## src/include/bus_consts.svh

```systemverilog
`ifndef BUS_CONSTS_SVH
`define BUS_CONSTS_SVH

// Core side address width, also the IFU and LSU data width
`define BUS_ADDR_W 32

// External AXI master port
`define SOC_DATA_W 64

// Machine timer
`define MTIME_W 64

// CLINT decode window, both ends inclusive
`define CLINT_BASE 32'h0200_0000
`define CLINT_LAST 32'h0200_FFFF

// Offsets inside the CLINT window
`define CLINT_OFS_W  16
`define MTIME_LO_OFS 16'hBFF8
`define MTIME_HI_OFS 16'hBFFC

`endif

```

## src/source/bus_pkg.sv

```systemverilog
`include "bus_consts.svh"

package bus_pkg;

	// Read owner of the crossbar
	typedef enum logic [1:0] {
		GRANT_IDLE,
		GRANT_IFU,
		GRANT_LSU
	} grant_e;

	typedef enum logic [1:0] {
		RESP_OKAY   = 2'b00,
		RESP_EXOKAY = 2'b01,
		RESP_SLVERR = 2'b10,
		RESP_DECERR = 2'b11
	} resp_e;

	// AXI size code for a 4-byte transfer
	localparam logic [2:0] SIZE_WORD = 3'b010;

	typedef struct packed {
		logic [`BUS_ADDR_W-1:0] addr;
		logic [2:0]             size;
	} ar_t;

	typedef struct packed {
		logic [`BUS_ADDR_W-1:0] data;
		resp_e                  resp;
	} r32_t;

	typedef struct packed {
		logic [`SOC_DATA_W-1:0] data;
		resp_e                  resp;
	} r64_t;

	typedef struct packed {
		logic [`BUS_ADDR_W-1:0] addr;
		logic [2:0]             size;
	} aw_t;

	// LSU side write data, one 32-bit lane
	typedef struct packed {
		logic [`BUS_ADDR_W-1:0]   data;
		logic [`BUS_ADDR_W/8-1:0] strb;
	} w32_t;

	typedef struct packed {
		logic [`SOC_DATA_W-1:0]   data;
		logic [`SOC_DATA_W/8-1:0] strb;
		logic                     last;
	} w64_t;

endpackage

```

## src/source/clint.sv

```systemverilog
`timescale 1ns/1ps
`include "bus_consts.svh"

module clint import bus_pkg::*; (
	input  logic clock,
	input  logic reset,

	input  logic arvalid,
	output logic arready,
	input  ar_t  ar,

	output logic rvalid,
	input  logic rready,
	output r32_t r
);

	logic [`MTIME_W-1:0]     mtime_q;
	logic                    rvalid_q;
	r32_t                    r_q;
	logic [`CLINT_OFS_W-1:0] ofs;
	logic [`BUS_ADDR_W-1:0]  rd_word;

	always_ff @(posedge clock) begin
		if (reset)
			mtime_q <= '0;
		else
			mtime_q <= mtime_q + 1'b1;
	end

	// Offset decode inside the window
	assign ofs = ar.addr[`CLINT_OFS_W-1:0];

	always_comb begin
		case (ofs)
			`MTIME_LO_OFS: rd_word = mtime_q[`BUS_ADDR_W-1:0];
			`MTIME_HI_OFS: rd_word = mtime_q[`MTIME_W-1:`BUS_ADDR_W];
			default:       rd_word = '0;
		endcase
	end

	assign arready = !rvalid_q;

	always_ff @(posedge clock) begin
		if (reset)
			rvalid_q <= 1'b0;
		else if (arvalid && arready)
			rvalid_q <= 1'b1;
		else if (rready)
			rvalid_q <= 1'b0;
	end

	// One response entry, loaded with the value at the ar handshake
	always_ff @(posedge clock) begin
		if (arvalid && arready) begin
			r_q.data <= rd_word;
			r_q.resp <= RESP_OKAY;
		end
	end

	assign rvalid = rvalid_q;
	assign r      = r_q;

endmodule

```

## src/source/bus_xbar.sv

```systemverilog
`timescale 1ns/1ps
`include "bus_consts.svh"

module bus_xbar import bus_pkg::*; (
	input  logic  clock,
	input  logic  reset,

	input  logic  ifu_arvalid,
	output logic  ifu_arready,
	input  ar_t   ifu_ar,
	output logic  ifu_rvalid,
	input  logic  ifu_rready,
	output r32_t  ifu_r,

	input  logic  lsu_arvalid,
	output logic  lsu_arready,
	input  ar_t   lsu_ar,
	output logic  lsu_rvalid,
	input  logic  lsu_rready,
	output r32_t  lsu_r,

	input  logic  lsu_awvalid,
	output logic  lsu_awready,
	input  aw_t   lsu_aw,
	input  logic  lsu_wvalid,
	output logic  lsu_wready,
	input  w32_t  lsu_w,
	output logic  lsu_bvalid,
	input  logic  lsu_bready,
	output resp_e lsu_bresp,

	output logic  soc_arvalid,
	input  logic  soc_arready,
	output ar_t   soc_ar,
	input  logic  soc_rvalid,
	output logic  soc_rready,
	input  r64_t  soc_r,
	output logic  soc_awvalid,
	input  logic  soc_awready,
	output aw_t   soc_aw,
	output logic  soc_wvalid,
	input  logic  soc_wready,
	output w64_t  soc_w,
	input  logic  soc_bvalid,
	output logic  soc_bready,
	input  resp_e soc_bresp,

	output logic  clint_arvalid,
	input  logic  clint_arready,
	output ar_t   clint_ar,
	input  logic  clint_rvalid,
	output logic  clint_rready,
	input  r32_t  clint_r
);

	grant_e grant_q, grant_d;
	logic   ar_done_q;
	logic   tgt_clint_q;
	logic   half_q;
	logic   lane_q;
	logic   lane_hi;
	logic   lsu_in_clint;
	logic   ifu_go, lsu_go;
	logic   ar_hs;
	r32_t   soc_r32;

	assign lsu_in_clint = (lsu_ar.addr >= `CLINT_BASE) && (lsu_ar.addr <= `CLINT_LAST);

	// The ar channel opens once per grant
	assign ifu_go = (grant_q == GRANT_IFU) && !ar_done_q;
	assign lsu_go = (grant_q == GRANT_LSU) && !ar_done_q;
	assign ar_hs  = (ifu_arvalid && ifu_arready) || (lsu_arvalid && lsu_arready);

	always_comb begin
		grant_d = grant_q;
		case (grant_q)
			GRANT_IDLE: begin
				if (ifu_arvalid)
					grant_d = GRANT_IFU;
				else if (lsu_arvalid)
					grant_d = GRANT_LSU;
			end
			GRANT_IFU: begin
				if (ifu_rvalid && ifu_rready)
					grant_d = GRANT_IDLE;
			end
			GRANT_LSU: begin
				if (lsu_rvalid && lsu_rready)
					grant_d = GRANT_IDLE;
			end
			default: grant_d = GRANT_IDLE;
		endcase
	end

	always_ff @(posedge clock) begin
		if (reset) begin
			grant_q     <= GRANT_IDLE;
			ar_done_q   <= 1'b0;
			tgt_clint_q <= 1'b0;
		end else begin
			grant_q   <= grant_d;
			ar_done_q <= (grant_d != GRANT_IDLE) && (ar_done_q || ar_hs);
			if (grant_q == GRANT_IDLE)
				tgt_clint_q <= lsu_in_clint;
		end
	end

	// Word half of the granted read
	always_ff @(posedge clock) begin
		if (grant_q == GRANT_IDLE)
			half_q <= ifu_arvalid ? ifu_ar.addr[2] : lsu_ar.addr[2];
	end

	always_comb begin
		soc_ar = lsu_ar;
		if (grant_q == GRANT_IFU) begin
			soc_ar.addr = ifu_ar.addr;
			soc_ar.size = SIZE_WORD;
		end
	end

	assign clint_ar      = lsu_ar;
	assign soc_arvalid   = (ifu_go && ifu_arvalid) || (lsu_go && !tgt_clint_q && lsu_arvalid);
	assign clint_arvalid = lsu_go && tgt_clint_q && lsu_arvalid;
	assign ifu_arready   = ifu_go && soc_arready;
	assign lsu_arready   = lsu_go && (tgt_clint_q ? clint_arready : soc_arready);

	assign soc_r32.data = half_q ? soc_r.data[`SOC_DATA_W-1:`BUS_ADDR_W]
		: soc_r.data[`BUS_ADDR_W-1:0];
	assign soc_r32.resp = soc_r.resp;

	assign soc_rready   = ((grant_q == GRANT_IFU) && ifu_rready)
		|| ((grant_q == GRANT_LSU) && !tgt_clint_q && lsu_rready);
	assign clint_rready = (grant_q == GRANT_LSU) && tgt_clint_q && lsu_rready;
	assign ifu_rvalid   = (grant_q == GRANT_IFU) && soc_rvalid;
	assign lsu_rvalid   = (grant_q == GRANT_LSU) && (tgt_clint_q ? clint_rvalid : soc_rvalid);
	assign ifu_r        = soc_r32;
	assign lsu_r        = tgt_clint_q ? clint_r : soc_r32;

	// Write lane follows the live address while aw is still up
	always_ff @(posedge clock) begin
		if (lsu_awvalid && lsu_awready)
			lane_q <= lsu_aw.addr[2];
	end

	assign lane_hi = lsu_awvalid ? lsu_aw.addr[2] : lane_q;

	always_comb begin
		if (lane_hi) begin
			soc_w.data = {lsu_w.data, {`BUS_ADDR_W{1'b0}}};
			soc_w.strb = {lsu_w.strb, {(`BUS_ADDR_W/8){1'b0}}};
		end else begin
			soc_w.data = {{`BUS_ADDR_W{1'b0}}, lsu_w.data};
			soc_w.strb = {{(`BUS_ADDR_W/8){1'b0}}, lsu_w.strb};
		end
		soc_w.last = lsu_wvalid;
	end

	assign soc_awvalid = lsu_awvalid;
	assign lsu_awready = soc_awready;
	assign soc_aw      = lsu_aw;
	assign soc_wvalid  = lsu_wvalid;
	assign lsu_wready  = soc_wready;
	assign lsu_bvalid  = soc_bvalid;
	assign soc_bready  = lsu_bready;
	assign lsu_bresp   = soc_bresp;

endmodule

```

## src/source/soc_bus_top.sv

```systemverilog
`timescale 1ns/1ps

module soc_bus_top import bus_pkg::*; (
	input  logic  clock,
	input  logic  reset,

	input  logic  ifu_arvalid,
	output logic  ifu_arready,
	input  ar_t   ifu_ar,
	output logic  ifu_rvalid,
	input  logic  ifu_rready,
	output r32_t  ifu_r,

	input  logic  lsu_arvalid,
	output logic  lsu_arready,
	input  ar_t   lsu_ar,
	output logic  lsu_rvalid,
	input  logic  lsu_rready,
	output r32_t  lsu_r,
	input  logic  lsu_awvalid,
	output logic  lsu_awready,
	input  aw_t   lsu_aw,
	input  logic  lsu_wvalid,
	output logic  lsu_wready,
	input  w32_t  lsu_w,
	output logic  lsu_bvalid,
	input  logic  lsu_bready,
	output resp_e lsu_bresp,

	output logic  soc_arvalid,
	input  logic  soc_arready,
	output ar_t   soc_ar,
	input  logic  soc_rvalid,
	output logic  soc_rready,
	input  r64_t  soc_r,
	output logic  soc_awvalid,
	input  logic  soc_awready,
	output aw_t   soc_aw,
	output logic  soc_wvalid,
	input  logic  soc_wready,
	output w64_t  soc_w,
	input  logic  soc_bvalid,
	output logic  soc_bready,
	input  resp_e soc_bresp
);

	// Crossbar to CLINT read channel
	logic clint_arvalid, clint_arready;
	ar_t  clint_ar;
	logic clint_rvalid, clint_rready;
	r32_t clint_r;

	bus_xbar xbar (.*);

	clint timer (
		.clock   (clock),
		.reset   (reset),
		.arvalid (clint_arvalid),
		.arready (clint_arready),
		.ar      (clint_ar),
		.rvalid  (clint_rvalid),
		.rready  (clint_rready),
		.r       (clint_r)
	);

endmodule

```

## config.mk

```make
export PLATFORM = sky130hd
export DESIGN_NAME = soc_bus_top
export DESIGN_NICKNAME = d
export VERILOG_FILES = /design/src/source/bus_pkg.sv /design/src/source/clint.sv /design/src/source/bus_xbar.sv /design/src/source/soc_bus_top.sv
export VERILOG_INCLUDE_DIRS = /design/src /design/src/include
export SDC_FILE = /design/constraint.sdc
export NUM_CORES = 1
export LEC_CHECK = 0
export BUFFER_PORTS_ARGS = -buffer_cell sky130_fd_sc_hd__buf_4
export CAP_MARGIN = 20
export CORE_AREA = 2 2 176 178
export CTS_BUF_LIST = sky130_fd_sc_hd__clkbuf_8
export DETAILED_ROUTE_END_ITERATION = 7
export DIE_AREA = 0 0 178 180
export REMOVE_ABC_BUFFERS = 1
export SLEW_MARGIN = 30
export SYNTH_ARGS = -nofsm -noshare
export SYNTH_HDL_FRONTEND = slang
export SYNTH_SLANG_ARGS = --single-unit
```

## constraint.sdc

```tcl
create_clock -name clock -period 3.9 [get_ports clock]
set_input_delay 0 -clock clock [delete_from_list [all_inputs] [get_ports clock]]
set_output_delay 0 -clock clock [all_outputs]
set_load 0.02 [all_outputs]
```

# Yosys cells after proc, flatten, opt, wreduce, memory -nomap -nowiden
# Index checks and enable logic that the tools add are counted.
dict set report word_totals {
  register_bits 103
  out_inout_bits 225
  elab_cells 65
}
dict set report op_classes {
  add_sub_neg 1
  magnitude_cmp 2
  n_eq_ne 4
  muxes 16
  n_reduce_logical 34
}
# operator n
set ops {}
lappend ops {{$mux W72} 1}
lappend ops {{$add A64 B1 Y64 const B} 1}
lappend ops {{$pmux W32 S2} 1}
lappend ops {{$mux W35} 1}
lappend ops {{$mux W34} 1}
lappend ops {{$eq A16 B16 Y1 const B} 2}
lappend ops {{$ge A32 B26 Y1 const B} 1}
lappend ops {{$le A32 B26 Y1 const B} 1}
lappend ops {{$mux W32} 1}
lappend ops {{$logic_and A1 B1 Y1} 24}
lappend ops {{$mux W2} 4}
lappend ops {{$mux W1} 6}
lappend ops {{$pmux W2 S3} 1}
lappend ops {{$logic_or A1 B1 Y1} 4}
lappend ops {{$reduce_bool A2 Y1} 2}
lappend ops {{$logic_not A1 Y1} 3}
lappend ops {{$eq A2 B1 Y1 const B} 1}
lappend ops {{$eq A2 B2 Y1 const B} 1}
lappend ops {{$logic_not A2 Y1} 1}

# Longest topological paths before layout
dict set report logic_depth {
  ltp_word 7
  mapped_depth 8
  depth_no_buf 6
}

# By module
# A second synthesis with hierarchy kept.
dict set report hier_totals {
  hier_cells 806
  hier_area_um2 7513.5
}
# module instances cells_each area_per_inst_um2 seq_area_each_um2
set by_module_without_submodules {}
lappend by_module_without_submodules {clint 1 484 4573.1 2262.2}
lappend by_module_without_submodules {bus_xbar 1 322 2940.3 140.1}

# Least setup slack after synthesis
# Ideal clock, no wire load.
dict set report synth_path {
  path_type {register to register}
  start {register xbar.grant_q[1]}
  end {register timer.r_q (netlist bit timer.r[10]), enable pin}
  setup_time_ps 464
  arrival_ps 2938
  required_time_ps 3436
  path_slack_ps 498
  path_stages_with_launch 4
  path_buffers 0
  period_less_slack_ps 3402
  path_cell_list {dfxtp_1 -> nor2b_1 -> nand2_1 -> nor3_1}
}
dict set report synth_between {
  elab_chain_len 5
}
# element line
set synth_rtl {}
lappend synth_rtl {{start, declared} bus_xbar.sv:56} ;# grant_e grant_q, grant_d;
lappend synth_rtl {{start signal, assigned} bus_xbar.sv:101} ;# grant_q <= grant_d;
lappend synth_rtl {{$eq A2 B2 Y1} bus_xbar.sv:71} ;# assign lsu_go = (grant_q == GRANT_LSU) && !ar_done_q;
lappend synth_rtl {{$logic_and A1 B1 Y1} bus_xbar.sv:71}
lappend synth_rtl {{$logic_and A1 B1 Y1 (2 in series)} bus_xbar.sv:124} ;# assign clint_arvalid = lsu_go && tgt_clint_q && lsu_arvalid;
lappend synth_rtl {{$logic_and A1 B1 Y1} clint.sv:54} ;# if (arvalid && arready) begin
lappend synth_rtl {{end, declared} clint.sv:19} ;# r32_t r_q;
# No other way between the ends.
# A chain may end at the register's enable or synchronous reset.

# Worst setup path after layout
dict set report layout_path {
  start {register timer.mtime_q[2]}
  end {register timer.mtime_q[53]}
}
dict set report layout_between {
  elab_chain_len 1
}
# element line
set layout_rtl {}
lappend layout_rtl {{start, declared} clint.sv:17} ;# logic [`MTIME_W-1:0] mtime_q;
lappend layout_rtl {{start signal, assigned} clint.sv:27} ;# mtime_q <= mtime_q + 1'b1;
lappend layout_rtl {{$add A64 B1 Y64} clint.sv:27}
# No other way between the ends.

==> reports/metrics.yaml <==
floorplanning:
  boundaryPins: 448
  placeableCoreArea_um2: 30190
  start_util: 0.2270
  die_h_um: 180
  dieArea_um2: 32040
  rows: 64
  chipWidth_um: 178
critical_path:
  worst_ep_arrival_time_ns: 2.99
  critical_path_class: "reg2reg"
  crit_path_end_kind: "register"
  worstPathRequired_ns: 4.20
  crit_path_start_kind: "register"
  worst-path-max-fanout: 13
power_and_ir_drop:
  combinational_share_of_power: 0.348
  cellPowerDensity_nw_per_um2: 273.4
  power.share.switching: 0.3167
  power.leakage_uw: 0.004119
  clockPowerShare: 0.243
  vdd_ir_drop_max_v: 0.0001361
  total_switching_power_uw: 867.5
  internal_power_summed_over_all_cells_uw: 1871
  p_seq_frac: 0.409
sta:
  timing.final.setup_violations: 0
  grt_setup_unrepaired: "false"
  finalHoldViolations: 0
  fmax_mhz: 371.9
  tightest_slew_ns: 0.8238
  min_period_ns: 2.689
  maxSlewViolCount: 0
  layout_worst_path_cycle_share: 0.6894
  fin_worst_skew_ns: 0.01671
  worst_slew_margin_rel: 0.4457
yosys:
  syn-cell-area_um2: 6853
  synth.distinct_cells: 42
  synth_edf_count: 34
  synth-main-ff-cell: "sky130_fd_sc_hd__dfxtp_1"
  ys_seq_elements: 103
  post_synth.cell_area_avg_um2: 9.065
  synth.yosys.seq_area_share: 0.3506
  synthArstFlopShare: 0
  syn-instance-count: 756
  synth-warning-count: 0
routing:
  vias_per_cell: 4.596
  num_vias: 6729
  route.final.wire_length_mm: 29.93
  route.antenna.remaining_nets: 0
  detail_route.drc_violations: 0
  detail_route.iter0.violations: 326
  dr_pass1_iterations: 5
  average_routed_wire_per_standard_cell_um: 20.44
clocking:
  cts_tree: "done"
  h-tree-depth: 3
  clock_path_buffers: 2
  clk_pin_slew_ns: 0.10
  cts-root-buf: "sky130_fd_sc_hd__clkbuf_8"
  clock_latency_on_the_worst_skew_pair_ns: 0.37
  cts_inserted_buffers: 9
  cts.sinks: 103
  cts_setup_buffers: 0
global_routing:
  number_of_antenna_violations_at_the_first_check_in_global_routing: 1
  via_count_of_the_first_global_routing_pass: 6271
  grt_first_pass_wirelength_mm: 41.65
  grt_remaining_overflow: 0
  global_route.usage.total: 0.1767
  maximum_number_of_pins_on_one_net_before_global_route_repair: 74
place:
  dpl-instance-area_um2: 9642
  hpwl_mm: 24.43
  placed_cells_incl_taps: 1433
  port_buffer_cells: 363
  place.gp.congestion: 0.9159
job:
  reported_max_cap_violation_count: 0
finish:
  nets: 1287
  filler_cell_count: 3129
  flow.area_growth_from_synthesis_pct: 46.17
  stdcell_area_um2: 10020
  antennaDiodeCount: 0
  layout-drive-gt1-share: 0.4700
  layout.cells.non_filler: 1464
run_status:
  result_of_the_run: "complete, no violations"
worst_hold_path:
  holdCritPathClass: "in2out"
[power groups by stage]
| stage | Combinational, uW | Sequential (uW) | Clock (uW) |
|---|---|---|---|
| after CTS | 947 | 1120 | 696 |
| after global routing | 1000 | 1120 | 730 |
| final | 953 | 1120 | 666 |
| after global placement | 932 | 1150 | 0 |
| after floorplan | 431 | 1150 | 0 |
| after detailed placement | 935 | 1150 | 0 |
[metrics by stage]
| stage | hold slack (ns) | power (uW) | TNS, ns | util | setup WS, ns |
|---|---|---|---|---|---|
| 3_5_place_dp | 0.0001853 | 2081 | 0 | 0.3194 | 1.258 |
| 6_report | 0.0001395 | 2739 | 0 | 0.3318 | 1.211 |
| 4_1_cts | 0.0001853 | 2765 | 0 | 0.3300 | 1.220 |
| 5_1_grt | 0.0001394 | 2855 | 0 | 0.3318 | 0.8877 |
| 2_1_floorplan | 0 | 1577 | -4.015 | - | -0.1255 |
| 3_3_place_gp | 0.0001853 | 2078 | 0 | 0.3194 | 1.283 |
[cells in the final DEF, fill, tap and decap left out, types with 21 or more instances in the layout]
| master | instances |
|---|---|
| sky130_fd_sc_hd__mux2_2 | 100 |
| sky130_fd_sc_hd__dfxtp_1 | 68 |
| sky130_fd_sc_hd__nand2_1 | 28 |
| sky130_fd_sc_hd__edfxtp_1 | 34 |
| sky130_fd_sc_hd__buf_4 | 369 |
| sky130_fd_sc_hd__nand3_1 | 29 |
| sky130_fd_sc_hd__mux2i_1 | 33 |
| sky130_fd_sc_hd__a21oi_1 | 29 |
| sky130_fd_sc_hd__nor2_1 | 88 |
| sky130_fd_sc_hd__and2_1 | 38 |
| sky130_fd_sc_hd__nand4_1 | 24 |
| sky130_fd_sc_hd__xor2_1 | 22 |
| sky130_fd_sc_hd__nor2b_1 | 46 |
| sky130_fd_sc_hd__o21ai_0 | 21 |
[final cells by class]
cell class              instances  area, um2  area share
multi-input cells             560       3954      0.3947
repair buffers                384       2955      0.2950
inverters                       5      18.77    0.001874
clock inverters                 7      66.31    0.006620
well taps                     396      495.5     0.04946
flip-flops and latches        103       2404      0.2399
clock buffers                   9      123.9     0.01237
[repair_timing]
| item | 4_1_cts | 5_1_grt |
|---|---|---|
| setup endpoints to repair | 0 | 0 |
| hold endpoints to repair | 8 | 0 |
| resized for setup | 0 | 0 |
| hold buffers | 13 | 0 |
[cells by family (layout without fill, tap and decap cells)]
group / count (synthesis) / count (layout) / synth area share
xor+xnor: 34 / 34 / 0.04345
simple gates: 330 / 330 / 0.2647
compound gates: 61 / 61 / 0.04930
flops: 103 / 103 / 0.3506
fa+ha+maj: 1 / 1 / 0.001826
mux: 134 / 134 / 0.2140
buf+inv: 93 / 405 / 0.07614
[critical path, stage by stage (launching register included)]
cell and delay (ns):
sky130_fd_sc_hd__dfxtp_1 0.43, sky130_fd_sc_hd__nand4_1 0.24, sky130_fd_sc_hd__nor4_4 0.64, sky130_fd_sc_hd__nand4_1 0.58, sky130_fd_sc_hd__or4_1 0.58, sky130_fd_sc_hd__a21oi_1 0.15
[registers in the layout (all words and copies together) (netlist names)]
signal	flops
xbar.half_q	1
xbar.ar_done_q	1
timer.mtime_q	64
xbar.grant_q	2
xbar.lane_q	1
timer.rvalid	1
xbar.tgt_clint_q	1
timer.r	32
[metal layers]
layer / track usage / vias to the layer above / wire length, um
met1: 0.1934 / 3173 / 11040
met5: 0.06636 / - / 264
li1: - / 3224 / -
met2: 0.2656 / 298 / 13070
met4: 0.05016 / 4 / 624
met3: 0.1250 / 30 / 4934
[final timing paths]
check	start	to	slack, ns	cells past startpoint
max	timer.mtime_q[2]	timer.mtime_q[53]	1.21	5
min	lsu_aw[0]	soc_aw[0]	0.0001	0
max reg2reg	timer.mtime_q[2]	timer.mtime_q[53]	1.21	5
min reg2reg	timer.mtime_q[0]	timer.mtime_q[0]	0.50	1
[Yosys cell counts (2+ instances only)]
cell	instances	area (um2)
sky130_fd_sc_hd__mux2_2	100	1126
sky130_fd_sc_hd__nor2_1	88	330.3
sky130_fd_sc_hd__dfxtp_1	69	1381
sky130_fd_sc_hd__nor2b_1	47	294.0
sky130_fd_sc_hd__buf_4	46	345.3
sky130_fd_sc_hd__and2_1	38	237.7
sky130_fd_sc_hd__edfxtp_1	34	1021
sky130_fd_sc_hd__mux2i_1	34	340.3
sky130_fd_sc_hd__clkbuf_1	33	123.9
sky130_fd_sc_hd__a21oi_1	29	145.1
sky130_fd_sc_hd__nand3_1	29	145.1
sky130_fd_sc_hd__nand2_1	28	105.1
sky130_fd_sc_hd__nand4_1	24	150.1
sky130_fd_sc_hd__xor2_1	22	192.7
sky130_fd_sc_hd__o21ai_0	21	105.1
sky130_fd_sc_hd__or3_1	18	112.6
sky130_fd_sc_hd__nor3_1	12	60.06
sky130_fd_sc_hd__xnor2_1	12	105.1
sky130_fd_sc_hd__and3_1	10	62.56
sky130_fd_sc_hd__buf_1	9	33.78
sky130_fd_sc_hd__nor4_1	9	56.30
sky130_fd_sc_hd__inv_1	5	18.77
sky130_fd_sc_hd__o31ai_1	5	37.54
sky130_fd_sc_hd__and4_1	4	35.03
sky130_fd_sc_hd__nand2b_1	4	25.02
sky130_fd_sc_hd__or4_1	4	30.03
sky130_fd_sc_hd__or2_2	3	18.77
sky130_fd_sc_hd__or4_4	3	33.78
sky130_fd_sc_hd__a31o_2	2	17.52
sky130_fd_sc_hd__nor4_2	2	25.02
Note: power is estimated with default switching activity, not from simulation.
